`src/verilog/filter_cond_pkg.sv`:
```
// Shared widths, FIFO sizes and types for the filter and condition engine
// All compares treat the data word and the operand as unsigned values
// The route fields of the configuration replace only the packet destination
// The sequence id always travels through the engine unchanged
`default_nettype none

package filter_cond_pkg;

    // ------------------------------
    // Widths
    // ------------------------------
    localparam int DATA_W   = 32;
    localparam int ROUTE_W  = 8;
    localparam int SEQ_ID_W = 8;

    // ------------------------------
    // FIFO and pipeline sizes
    // ------------------------------
    localparam int FIFO_DEPTH  = 16;

    // Output FIFO level that pauses input pops
    // Must stay below FIFO_DEPTH by at least the pipeline depth
    localparam int PROG_THRESH = 8;

    // Cycles from an input pop to the output FIFO write
    localparam int PIPE_STAGES = 3;

    // ------------------------------
    // Compare operations
    // ------------------------------
    typedef enum logic [1:0] {
        CMP_EQ = 2'd0,
        CMP_NE = 2'd1,
        CMP_LT = 2'd2,
        CMP_GT = 2'd3
    } cmp_op_t;

    // ------------------------------
    // Packet and configuration
    // ------------------------------
    typedef struct packed {
        logic [ROUTE_W-1:0]  destination;
        logic [SEQ_ID_W-1:0] seq_id;
    } route_t;

    // Data word in the upper bits, route below it
    typedef struct packed {
        logic [DATA_W-1:0] data;
        route_t            route;
    } engine_packet_t;

    typedef struct packed {
        cmp_op_t            op;
        logic [DATA_W-1:0]  operand;
        // Inverts the raw compare result
        logic               filter_pass;
        // Drop packets that fail the test
        logic               filter_enable;
        // Replace the destination with if_route or else_route
        logic               conditional_flag;
        logic [ROUTE_W-1:0] if_route;
        logic [ROUTE_W-1:0] else_route;
    } filter_config_t;

endpackage : filter_cond_pkg

`default_nettype wire

```
`src/verilog/packet_fifo.sv`:
```
// Synchronous register-array FIFO of engine packets
// Head of the queue is visible on head_packet without a pop (first-word fall-through)
// DEPTH must be 2 or more and ALMOST_FULL_LEVEL must not exceed DEPTH
// A pop on empty and a push on full are ignored
// On a full FIFO a push in the same cycle as a pop is still ignored
`timescale 1ns/10ps
`default_nettype none

module packet_fifo
    import filter_cond_pkg::*;
#(
    parameter int DEPTH             = FIFO_DEPTH,
    parameter int ALMOST_FULL_LEVEL = PROG_THRESH
) (
    input  logic           ap_clk,
    input  logic           areset_generator,
    input  logic           push,
    input  engine_packet_t push_packet,
    input  logic           pop,
    output engine_packet_t head_packet,
    output logic           full,
    output logic           empty,
    output logic           almost_full
);

    // ------------------------------
    // Storage and pointers
    // ------------------------------
    engine_packet_t             mem [DEPTH];
    logic [$clog2(DEPTH)-1:0]   wr_ptr;
    logic [$clog2(DEPTH)-1:0]   rd_ptr;
    logic [$clog2(DEPTH+1)-1:0] count;

    logic push_ok;
    logic pop_ok;

    assign push_ok = push & ~full;
    assign pop_ok  = pop & ~empty;

    always_ff @(posedge ap_clk) begin
        if (push_ok) begin
            mem[wr_ptr] <= push_packet;
        end
    end

    // Pointers wrap at DEPTH so any depth works
    always_ff @(posedge ap_clk) begin
        if (areset_generator) begin
            wr_ptr <= '0;
            rd_ptr <= '0;
        end else begin
            if (push_ok) begin
                wr_ptr <= (wr_ptr == DEPTH - 1) ? '0 : wr_ptr + 1'b1;
            end
            if (pop_ok) begin
                rd_ptr <= (rd_ptr == DEPTH - 1) ? '0 : rd_ptr + 1'b1;
            end
        end
    end

    // ------------------------------
    // Occupancy
    // ------------------------------
    always_ff @(posedge ap_clk) begin
        if (areset_generator) begin
            count <= '0;
        end else begin
            case ({push_ok, pop_ok})
                2'b10:   count <= count + 1'b1;
                2'b01:   count <= count - 1'b1;
                default: count <= count;
            endcase
        end
    end

    assign head_packet = mem[rd_ptr];
    assign full        = (count == DEPTH);
    assign empty       = (count == 0);

    // Raised early so packets already in flight still fit
    assign almost_full = (count >= ALMOST_FULL_LEVEL);

endmodule : packet_fifo

`default_nettype wire

```
`src/verilog/filter_cond_config_fsm.sv`:
```
// Start and configuration handshake for the filter and condition engine
// start is taken in idle, or in busy only while done is high
// cfg_request is a single-cycle pulse, answered by a single-cycle cfg_valid
// cfg_in is sampled on the cfg_valid cycle while waiting for the answer
// A cfg_valid outside the wait state is ignored
`timescale 1ns/10ps
`default_nettype none

module filter_cond_config_fsm
    import filter_cond_pkg::*;
(
    input  logic           ap_clk,
    input  logic           areset_generator,
    input  logic           start,
    input  logic           done,
    output logic           cfg_request,
    input  logic           cfg_valid,
    input  filter_config_t cfg_in,
    output logic           busy,
    output filter_config_t active_config
);

    typedef enum logic [1:0] {
        ST_IDLE    = 2'd0,
        ST_REQUEST = 2'd1,
        ST_WAIT    = 2'd2,
        ST_BUSY    = 2'd3
    } cfg_state_t;

    cfg_state_t state;
    cfg_state_t next_state;

    // ------------------------------
    // State register
    // ------------------------------
    always_ff @(posedge ap_clk) begin
        if (areset_generator) begin
            state <= ST_IDLE;
        end else begin
            state <= next_state;
        end
    end

    always_comb begin
        next_state = state;
        case (state)
            ST_IDLE: begin
                if (start) begin
                    next_state = ST_REQUEST;
                end
            end
            // Request lasts one cycle only
            ST_REQUEST: begin
                next_state = ST_WAIT;
            end
            ST_WAIT: begin
                if (cfg_valid) begin
                    next_state = ST_BUSY;
                end
            end
            ST_BUSY: begin
                // Reconfigure only once drained
                if (start && done) begin
                    next_state = ST_REQUEST;
                end
            end
            default: begin
                next_state = ST_IDLE;
            end
        endcase
    end

    // ------------------------------
    // Outputs
    // ------------------------------
    assign cfg_request = (state == ST_REQUEST);
    assign busy        = (state == ST_BUSY);

    // Active configuration, held until the next capture
    always_ff @(posedge ap_clk) begin
        if (areset_generator) begin
            active_config <= '0;
        end else if ((state == ST_WAIT) && cfg_valid) begin
            active_config <= cfg_in;
        end
    end

endmodule : filter_cond_config_fsm

`default_nettype wire

```
`src/verilog/filter_cond_pipeline.sv`:
```
// Three-stage compare, filter and route pipeline
// Stage 1 compares, stage 2 applies the pass inversion, stage 3 decides and routes
// out_fire and out_packet are registered and feed the output FIFO write port
// A packet accepted on in_fire is written PIPE_STAGES cycles later
// active_config must not change while stage_busy is high
`timescale 1ns/10ps
`default_nettype none

module filter_cond_pipeline
    import filter_cond_pkg::*;
(
    input  logic           ap_clk,
    input  logic           areset_generator,
    input  filter_config_t active_config,
    input  logic           in_fire,
    input  engine_packet_t in_packet,
    output logic           stage_busy,
    output logic           out_fire,
    output engine_packet_t out_packet
);

    // One valid bit per stage, oldest in the top bit
    logic [PIPE_STAGES-1:0] stage_valid;

    logic           cmp_hit;
    logic           s1_hit;
    engine_packet_t s1_packet;
    logic           s2_pass;
    engine_packet_t s2_packet;
    logic           keep;
    logic [ROUTE_W-1:0] cond_route;

    // ------------------------------
    // Stage 1: raw compare
    // ------------------------------
    always_comb begin
        case (active_config.op)
            CMP_EQ:  cmp_hit = (in_packet.data == active_config.operand);
            CMP_NE:  cmp_hit = (in_packet.data != active_config.operand);
            CMP_LT:  cmp_hit = (in_packet.data < active_config.operand);
            default: cmp_hit = (in_packet.data > active_config.operand);
        endcase
    end

    always_ff @(posedge ap_clk) begin
        s1_packet <= in_packet;
        s1_hit    <= cmp_hit;
    end

    // ------------------------------
    // Stage 2: pass bit
    // ------------------------------
    always_ff @(posedge ap_clk) begin
        s2_packet <= s1_packet;
        s2_pass   <= s1_hit ^ active_config.filter_pass;
    end

    // ------------------------------
    // Stage 3: filter and route
    // ------------------------------
    // Filtering off lets every packet through
    assign keep       = s2_pass | ~active_config.filter_enable;
    assign cond_route = s2_pass ? active_config.if_route : active_config.else_route;

    always_ff @(posedge ap_clk) begin
        out_packet.data         <= s2_packet.data;
        out_packet.route.seq_id <= s2_packet.route.seq_id;
        if (active_config.conditional_flag) begin
            out_packet.route.destination <= cond_route;
        end else begin
            out_packet.route.destination <= s2_packet.route.destination;
        end
    end

    // Valid bits and the write strobe
    always_ff @(posedge ap_clk) begin
        if (areset_generator) begin
            stage_valid <= '0;
            out_fire    <= 1'b0;
        end else begin
            stage_valid <= {stage_valid[PIPE_STAGES-2:0], in_fire};
            out_fire    <= stage_valid[PIPE_STAGES-2] & keep;
        end
    end

    // Includes stage 3 even when its packet was dropped
    assign stage_busy = |stage_valid;

endmodule : filter_cond_pipeline

`default_nettype wire

```
`src/verilog/filter_cond_engine.sv`:
```
// Filter and condition engine top level
// Input and output are valid/ready streams, output is first-word fall-through
// Input pops pause while the output FIFO is almost full, so no packet is lost
// done is registered and needs the engine configured and fully drained
// A second start is taken only while done is high
`timescale 1ns/10ps
`default_nettype none

module filter_cond_engine
    import filter_cond_pkg::*;
(
    input  logic           ap_clk,
    input  logic           areset_generator,
    input  logic           start,
    output logic           cfg_request,
    input  filter_config_t cfg_in,
    input  logic           cfg_valid,
    input  engine_packet_t in_packet,
    input  logic           in_valid,
    output logic           in_ready,
    output engine_packet_t out_packet,
    output logic           out_valid,
    input  logic           out_ready,
    output logic           done
);

    filter_config_t active_config;
    engine_packet_t in_head;
    engine_packet_t pipe_packet;

    logic busy;
    logic in_full;
    logic in_empty;
    logic out_empty;
    logic out_almost_full;
    logic pop_in;
    logic pipe_fire;
    logic stage_busy;

    // ------------------------------
    // Configuration
    // ------------------------------
    filter_cond_config_fsm inst_config_fsm (
        .ap_clk          (ap_clk),
        .areset_generator(areset_generator),
        .start           (start),
        .done            (done),
        .cfg_request     (cfg_request),
        .cfg_valid       (cfg_valid),
        .cfg_in          (cfg_in),
        .busy            (busy),
        .active_config   (active_config)
    );

    // ------------------------------
    // Input FIFO and pipeline
    // ------------------------------
    // The FIFO drops a push on full, so in_valid can drive it directly
    packet_fifo inst_in_fifo (
        .ap_clk          (ap_clk),
        .areset_generator(areset_generator),
        .push            (in_valid),
        .push_packet     (in_packet),
        .pop             (pop_in),
        .head_packet     (in_head),
        .full            (in_full),
        .empty           (in_empty),
        .almost_full     ()
    );

    assign in_ready = ~in_full;

    // Back-pressure from the output side stops new pops
    assign pop_in = busy & ~in_empty & ~out_almost_full;

    filter_cond_pipeline inst_pipeline (
        .ap_clk          (ap_clk),
        .areset_generator(areset_generator),
        .active_config   (active_config),
        .in_fire         (pop_in),
        .in_packet       (in_head),
        .stage_busy      (stage_busy),
        .out_fire        (pipe_fire),
        .out_packet      (pipe_packet)
    );

    // ------------------------------
    // Output FIFO
    // ------------------------------
    packet_fifo inst_out_fifo (
        .ap_clk          (ap_clk),
        .areset_generator(areset_generator),
        .push            (pipe_fire),
        .push_packet     (pipe_packet),
        .pop             (out_ready),
        .head_packet     (out_packet),
        .full            (),
        .empty           (out_empty),
        .almost_full     (out_almost_full)
    );

    assign out_valid = ~out_empty;

    // Configured and nothing left anywhere in the engine
    always_ff @(posedge ap_clk) begin
        if (areset_generator) begin
            done <= 1'b0;
        end else begin
            done <= busy & in_empty & out_empty & ~stage_busy;
        end
    end

endmodule : filter_cond_engine

`default_nettype wire

```
`config.mk`:
```
export PLATFORM = sky130hd
export DESIGN_NAME = filter_cond_engine
export DESIGN_NICKNAME = d
export VERILOG_FILES = /design/src/verilog/filter_cond_pkg.sv /design/src/verilog/packet_fifo.sv /design/src/verilog/filter_cond_config_fsm.sv /design/src/verilog/filter_cond_pipeline.sv /design/src/verilog/filter_cond_engine.sv
export SDC_FILE = /design/constraint.sdc
export NUM_CORES = 1
export LEC_CHECK = 0
export BUFFER_PORTS_ARGS = -buffer_cell sky130_fd_sc_hd__buf_4
export CAP_MARGIN = 20
export CORE_MARGIN = 1
export CORE_UTILIZATION = 45
export DETAILED_ROUTE_END_ITERATION = 7
export PLACE_DENSITY = 0.68
export SETUP_SLACK_MARGIN = 0.05
export SKIP_LAST_GASP = 1
export SYNTH_ARGS = -nofsm -noshare
export SYNTH_HDL_FRONTEND = slang
export SYNTH_SLANG_ARGS = --single-unit
```
`constraint.sdc`:
```
create_clock -name ap_clk -period 8.75 [get_ports ap_clk]
set_input_delay 0.875 -clock ap_clk [delete_from_list [all_inputs] [get_ports ap_clk]]
set_output_delay 0.875 -clock ap_clk [all_outputs]
set_load 0.05 [all_outputs]
```
Word level (Yosys, flattened, before mapping)

Memories as Yosys holds them, arrays and structs flattened. A register that Yosys moved wholly into a read port is not among the register bits.
Index checks and enable logic that the tools add are counted.

RAM bits: 1536
Register bits: 232
Memories: 2
Input port bits: 107
Output and inout bits: 52

Memory list:

| memory            | words | bits a word | read ports | clocked after memory_dff | wr ports | RTL line          | RTL |
|---|---|---|---|---|---|---|---|
| inst_in_fifo.mem  | 16    | 48          | 1          | 1                        | 1        | packet_fifo.sv:29 | `engine_packet_t mem [DEPTH];` |
| inst_out_fifo.mem | 16    | 48          | 1          | 1                        | 1        | packet_fifo.sv:29 |  |

Multiplexer cells: 21
Add/subtract/negate cells: 8
Order comparisons: 3
Bitwise operators: 19
Reduce and logical (&&, ||, !) cells: 10
Equal/unequal tests: 20

Operators by type and width:

| cell                | count |
|---|---|
| $eq 32x32->1        | 1 |
| $gt 32x32->1        | 1 |
| $lt 32x32->1        | 1 |
| $mux 4              | 8 |
| $ne 32x32->1        | 1 |
| $pmux 5 s2          | 2 |
| $add 4x1->4 const B | 4 |
| $eq 4x4->1 const B  | 4 |
| $mux 8              | 2 |
| $add 5x1->5 const B | 2 |
| $and 1x1->1         | 10 |
| $eq 2x2->1 const B  | 5 |
| $eq 5x5->1 const B  | 2 |
| $logic_not 5->1     | 2 |
| $sub 5x1->5 const B | 2 |
| $eq 2x1->1 const B  | 4 |
| $pmux 2 s4          | 1 |
| $not 1->1           | 7 |
| $mux 2              | 3 |
| $ge 5x4->1 const B  | 1 |
| $logic_not 2->1     | 2 |
| $mux 1              | 4 |
| $ne 2x2->1 const B  | 2 |
| $reduce_bool 2->1   | 2 |
| 7 further kinds     | 8 |

Logic depth before layout (Yosys ltp)

Depth in word-level cells: 7
Mapped depth: 14
Depth with buffers taken out: 13

By module

A second synthesis with hierarchy kept.

Cell total of the unflattened synthesis: 2926
Area, all modules: 66127.2 um^2

By module, submodules not included:

| module                      | cells an instance | area an instance (um^2) | instances |
|---|---|---|---|
| packet_fifo (inst_out_fifo) | 1184              | 29988.8                 | 1 |
| packet_fifo (inst_in_fifo)  | 1184              | 29973.7                 | 1 |
| filter_cond_pipeline        | 302               | 4083.9                  | 1 |
| filter_cond_config_fsm      | 250               | 2029.4                  | 1 |
| filter_cond_engine          | 6                 | 51.3                    | 1 |

Worst setup path after synthesis

OpenSTA, ideal clock, no wires.

Kind: reg-to-reg
Start: register inst_in_fifo.count[0]
End: memory inst_in_fifo.mem[3][0] in the netlist's numbering, enable pin
Stages on the path, launching flop included: 7
Setup slack: 3605 ps
Clock period less this slack: 5145 ps
Buffers on the path: 1
Arrival time: 4632 ps
Cell sequence: dfxtp_1 nor4_1 nand2_1 and2_1 clkbuf_1 nand2_1 nor3_1

Longest elaborated chain between the ends: 5

RTL lines:

| item                         | RTL line                 | RTL |
|---|---|---|
| from (decl)                  | packet_fifo.sv:32        | `logic [$clog2(DEPTH+1)-1:0] count;` |
| from (signal assigned)       | packet_fifo.sv:69        | `2'b10: count <= count + 1'b1;` |
| from (signal assigned)       | packet_fifo.sv:70        | `2'b01: count <= count - 1'b1;` |
| from (signal assigned)       | packet_fifo.sv:71        | `default: count <= count;` |
| $eq 5x5->1                   | packet_fifo.sv:77        | `assign full = (count == DEPTH);` |
| $not 1->1                    | -                        |  |
| via in_ready                 | filter_cond_engine.sv:20 | `output logic in_ready,` |
| $and 1x1->1                  | packet_fifo.sv:37        | `assign push_ok = push & ~full;` |
| $mux 1                       | packet_fifo.sv:41        | `if (push_ok) begin` |
| $mux 1 (not written as such) | packet_fifo.sv:42        | `mem[wr_ptr] <= push_packet;` |
| to (decl)                    | packet_fifo.sv:29        |  |

The timed path passes the listed nets, and every way through them passes these cells.

==> impl_metrics.json <==
{
  "grt_pass1_vias": 30317,
  "pwr-share-comb_pct": 3.5,
  "internal-power_w": 0.01379,
  "synth_compound_area_share_pct": 1.026,
  "min_period_ns": 4.856,
  "gp_congestion": 0.7693,
  "synthMuxAreaShare_pct": 16.71,
  "detail_route.vias_per_cell": 5.724,
  "max_slew_margin_pct": 24.49,
  "synth.avg_cell_area_sq_um": 22.47,
  "synth-warning-count": 0,
  "r2r_setup_slack_ns": 4.27,
  "synth_top_family_by_area": "multiplexers",
  "powerDensity_mw_per_mm2": 233.5,
  "setup-violations-final": 0,
  "crit_type": "register to primary output",
  "hold_buffers": 0,
  "core_region_area_sq_mm": 0.1440,
  "p_leak_nw": 23.02,
  "clock_skew_ns": 0.02446,
  "totalPowerFinal_w": 0.01738,
  "antenna_found_initial": 13,
  "route.detailed.drc": 26,
  "synth.distinct_cells": 42,
  "die_h_um": 383.5,
  "ir_drop_mv": 0.1891,
  "h-tree-depth": 4,
  "die-width_um": 383.5,
  "rr_endpoint": "inst_pipeline.s1_hit$_DFF_P_",
  "firstDrtPassIters": 7,
  "path_max_fanout": 44,
  "layout_commonest_cell": "edfxtp_1",
  "instances_no_fill": 5212,
  "required_ns": 7.88,
  "synth-simple-area-share_pct": 1.735,
  "track_usage_pct": 20.21,
  "slew_violations": 0,
  "grt_pass1_wl_um": 212500,
  "cts-root-buf": "clkbuf_16",
  "synth-seq-cells": 1776,
  "place_inst": 4891,
  "hold-path-cell-count": 0,
  "swShare_pct": 20.66,
  "violations": "DRC",
  "setup_tns_ns": 0,
  "critPathLaunchType": "register",
  "dp_slack_ns": 4.136,
  "final_layout_size_suffix_gt1_share_pct": 29.95,
  "status": "complete, but fails checks",
  "critPathArrivalTime_ns": 3.98,
  "yosysSeqAreaShare_pct": 77.77,
  "r2r.worst_path.cells": 10,
  "fin_hold_ws_ns": 0.3246,
  "rows": 139,
  "critPathMaxStageDelay_ns": 0.91,
  "cts_setup_buffers": 0,
  "hold_end": "inst_pipeline.s2_packet[2]$_DFF_P_",
  "end_kind": "primary output",
  "die-area_sq_mm": 0.1470,
  "mostFrequentLayoutCells": "edfxtp_1, mux4_2, dfxtp_1",
  "grt_max_degree": 111,
  "fin_nets": 3324,
  "worst_pin_slew_ns": 1.130,
  "clk_pin_slew_ns": 0.06,
  "critPathSlowestCell": "dfxtp_4",
  "dpl.hpwl_um": 77550,
  "cts_made_buffers": 170,
  "post_cts_resized": 0,
  "initial_core_util_pct": 45.47,
  "drtIter0Drc": 3171,
  "rsz0062_at_grt": "false",
  "synth-xor-area-share_pct": 0.1471,
  "drt-total-wl_um": 147100,
  "syn-cell-area_sq_mm": 0.06548,
  "hold_path.class": "register to register",
  "clkPwrFrac_pct": 41.3,
  "clockBufferDepth": 3,
  "maxCapViolCount": 0,
  "area_growth_pct": 13.68,
  "seqPwrFrac_pct": 55.3,
  "min_from": "inst_pipeline.s1_packet[2]$_DFF_P_",
  "vias": 29833,
  "io_pins": 159,
  "synth_nets": 3078,
  "min_period_over_period_pct": 55.50,
  "clkLatencyLatePin_ns": 0.78,
  "switching_power_w": 0.003592,
  "port_buffers": 158,
  "fill_cells": 11093,
  "maxClockFrequency_mhz": 205.9,
  "synthAdderAreaFrac_pct": 1.112,
  "async_reset_ff_share_pct": 0,
  "synthCells": 2914,
  "worstPathCellList": "buf_4, mux4_2, mux4_2, buf_4",
  "ys_dominant_reg_cell": "edfxtp_1",
  "gr-total-overflow": 0,
  "fin_ws_ns": 3.894,
  "post_drt_wl_per_cell_um": 28.23,
  "antenna_left": 0,
  "cts_tree": "yes",
  "hold_viol": 0,
  "synth-edff-count": 1536,
  "clock-sinks": 1776
}
-- cell usage after synthesis (3+ instances only) --
| cell | n | area, sq um |
|---|---|---|
| a21boi_0 | 4 | 30.03 |
| mux4_2 | 480 | 10810 |
| ha_1 | 55 | 688.2 |
| nor4_1 | 4 | 25.02 |
| and2_1 | 5 | 31.28 |
| buf_4 | 13 | 97.59 |
| buf_6 | 28 | 315.3 |
| o21ai_0 | 8 | 40.04 |
| a21o_1 | 6 | 45.04 |
| a31oi_1 | 3 | 18.77 |
| nand2b_1 | 8 | 50.05 |
| clkbuf_1 | 74 | 277.8 |
| inv_1 | 51 | 191.4 |
| buf_2 | 8 | 40.04 |
| nand2_1 | 135 | 506.7 |
| buf_1 | 16 | 60.06 |
| nor3_1 | 17 | 85.08 |
| dfxtp_1 | 240 | 4805 |
| nor2_1 | 66 | 247.7 |
| edfxtp_1 | 1536 | 46120 |
| nor2b_1 | 10 | 62.56 |
| a21oi_1 | 89 | 445.4 |
| xor2_1 | 9 | 78.83 |
| mux2i_1 | 13 | 130.1 |
| nand3_1 | 7 | 35.03 |
| nand4_1 | 7 | 43.79 |
-- power by group through the flow --
stage | Sequential, W | Combinational, W | Clock (W)
global placement | 0.00977 | 0.000597 | 0
floorplan | 0.00969 | 0.000376 | 0
finish | 0.00960 | 0.000602 | 0.00718
CTS | 0.00960 | 0.000609 | 0.00729
detailed placement | 0.00979 | 0.000607 | 0
global route | 0.00962 | 0.000655 | 0.00761
-- per-stage QoR --
stage | instance area [sq um] | utilization [%]
2_1_floorplan | 65480 | -
3_3_place_gp | 68950 | 47.88
3_5_place_dp | 68950 | 47.88
4_1_cts | 74430 | 51.69
5_1_grt | 74430 | 51.69
6_report | 74440 | 51.69
-- worst max-delay path, delay by kind of cell (launching register included) --
family,cells,cell delay (ns)
flip-flops,1,0.91
multiplexers,2,1.18
buffers and inverters,2,0.98
-- registers in the layout (all words and copies together) (netlist names), 2 cells and up, named ones only --
| name | count |
|---|---|
| inst_out_fifo.count | 5 |
| inst_pipeline.stage_valid | 3 |
| inst_in_fifo.count | 5 |
| inst_out_fifo.mem | 768 |
| inst_config_fsm.state | 2 |
| inst_pipeline.s2_packet | 48 |
| inst_in_fifo.rd_ptr | 4 |
| inst_out_fifo.rd_ptr | 4 |
| inst_in_fifo.wr_ptr | 4 |
| inst_pipeline.out_packet | 48 |
| inst_in_fifo.mem | 768 |
| inst_pipeline.s1_packet | 48 |
| inst_config_fsm.active_config | 53 |
| inst_out_fifo.wr_ptr | 4 |
-- how the worst max path moves through the flow --
stage | startpoint | to
after global placement | register | inst_pipeline.s1_hit$_DFF_P_
after CTS | register | out_packet[39]
after floorplan | inst_in_fifo.count[0]$_SDFFE_PP0P_ | inst_in_fifo.mem[3][0]$_DFFE_PP_
final | register | out_packet[39]
after global routing | register | out_packet[39]
after detailed placement | register | inst_pipeline.s1_hit$_DFF_P_
-- logic make-up (layout without fill, tap and decap cells) --
kind of cell               count (synthesis)  after routing
AOI/OAI and AO/OA                        121            121
and+or+nand+nor                          266            266
xor gates and xnor gates                  11             11
buffers and inverters                    190            582
other                                      0              3
DFF                                     1776           1776
muxes                                    493            493
adders and majority gates                 57             57
-- routing by layer --
metal  track usage (%)  routed length, um  vias up
met1             28.82              60910    15881
met4             4.611               2257       10
met2             32.50              71650     1223
met5                 0                 76        -
li1                  -                  -    12519
met3             3.831              12250      200
-- layout make-up --
| cell class | instances | area, sq um | share of cell area, % |
|---|---|---|---|
| Tap cell | 1903 | 2381 | 3.199 |
| Sequential cell | 1776 | 50960 | 68.45 |
| Multi-Input combinational cell | 948 | 13800 | 18.53 |
| Clock buffer | 244 | 4858 | 6.526 |
| Timing Repair Buffer | 213 | 1624 | 2.182 |
| Clock inverter | 74 | 625.6 | 0.8404 |
| Inverter | 51 | 191.4 | 0.2572 |
| Antenna cell | 3 | 7.507 | 0.01008 |
(Power assumes the default switching activity.)
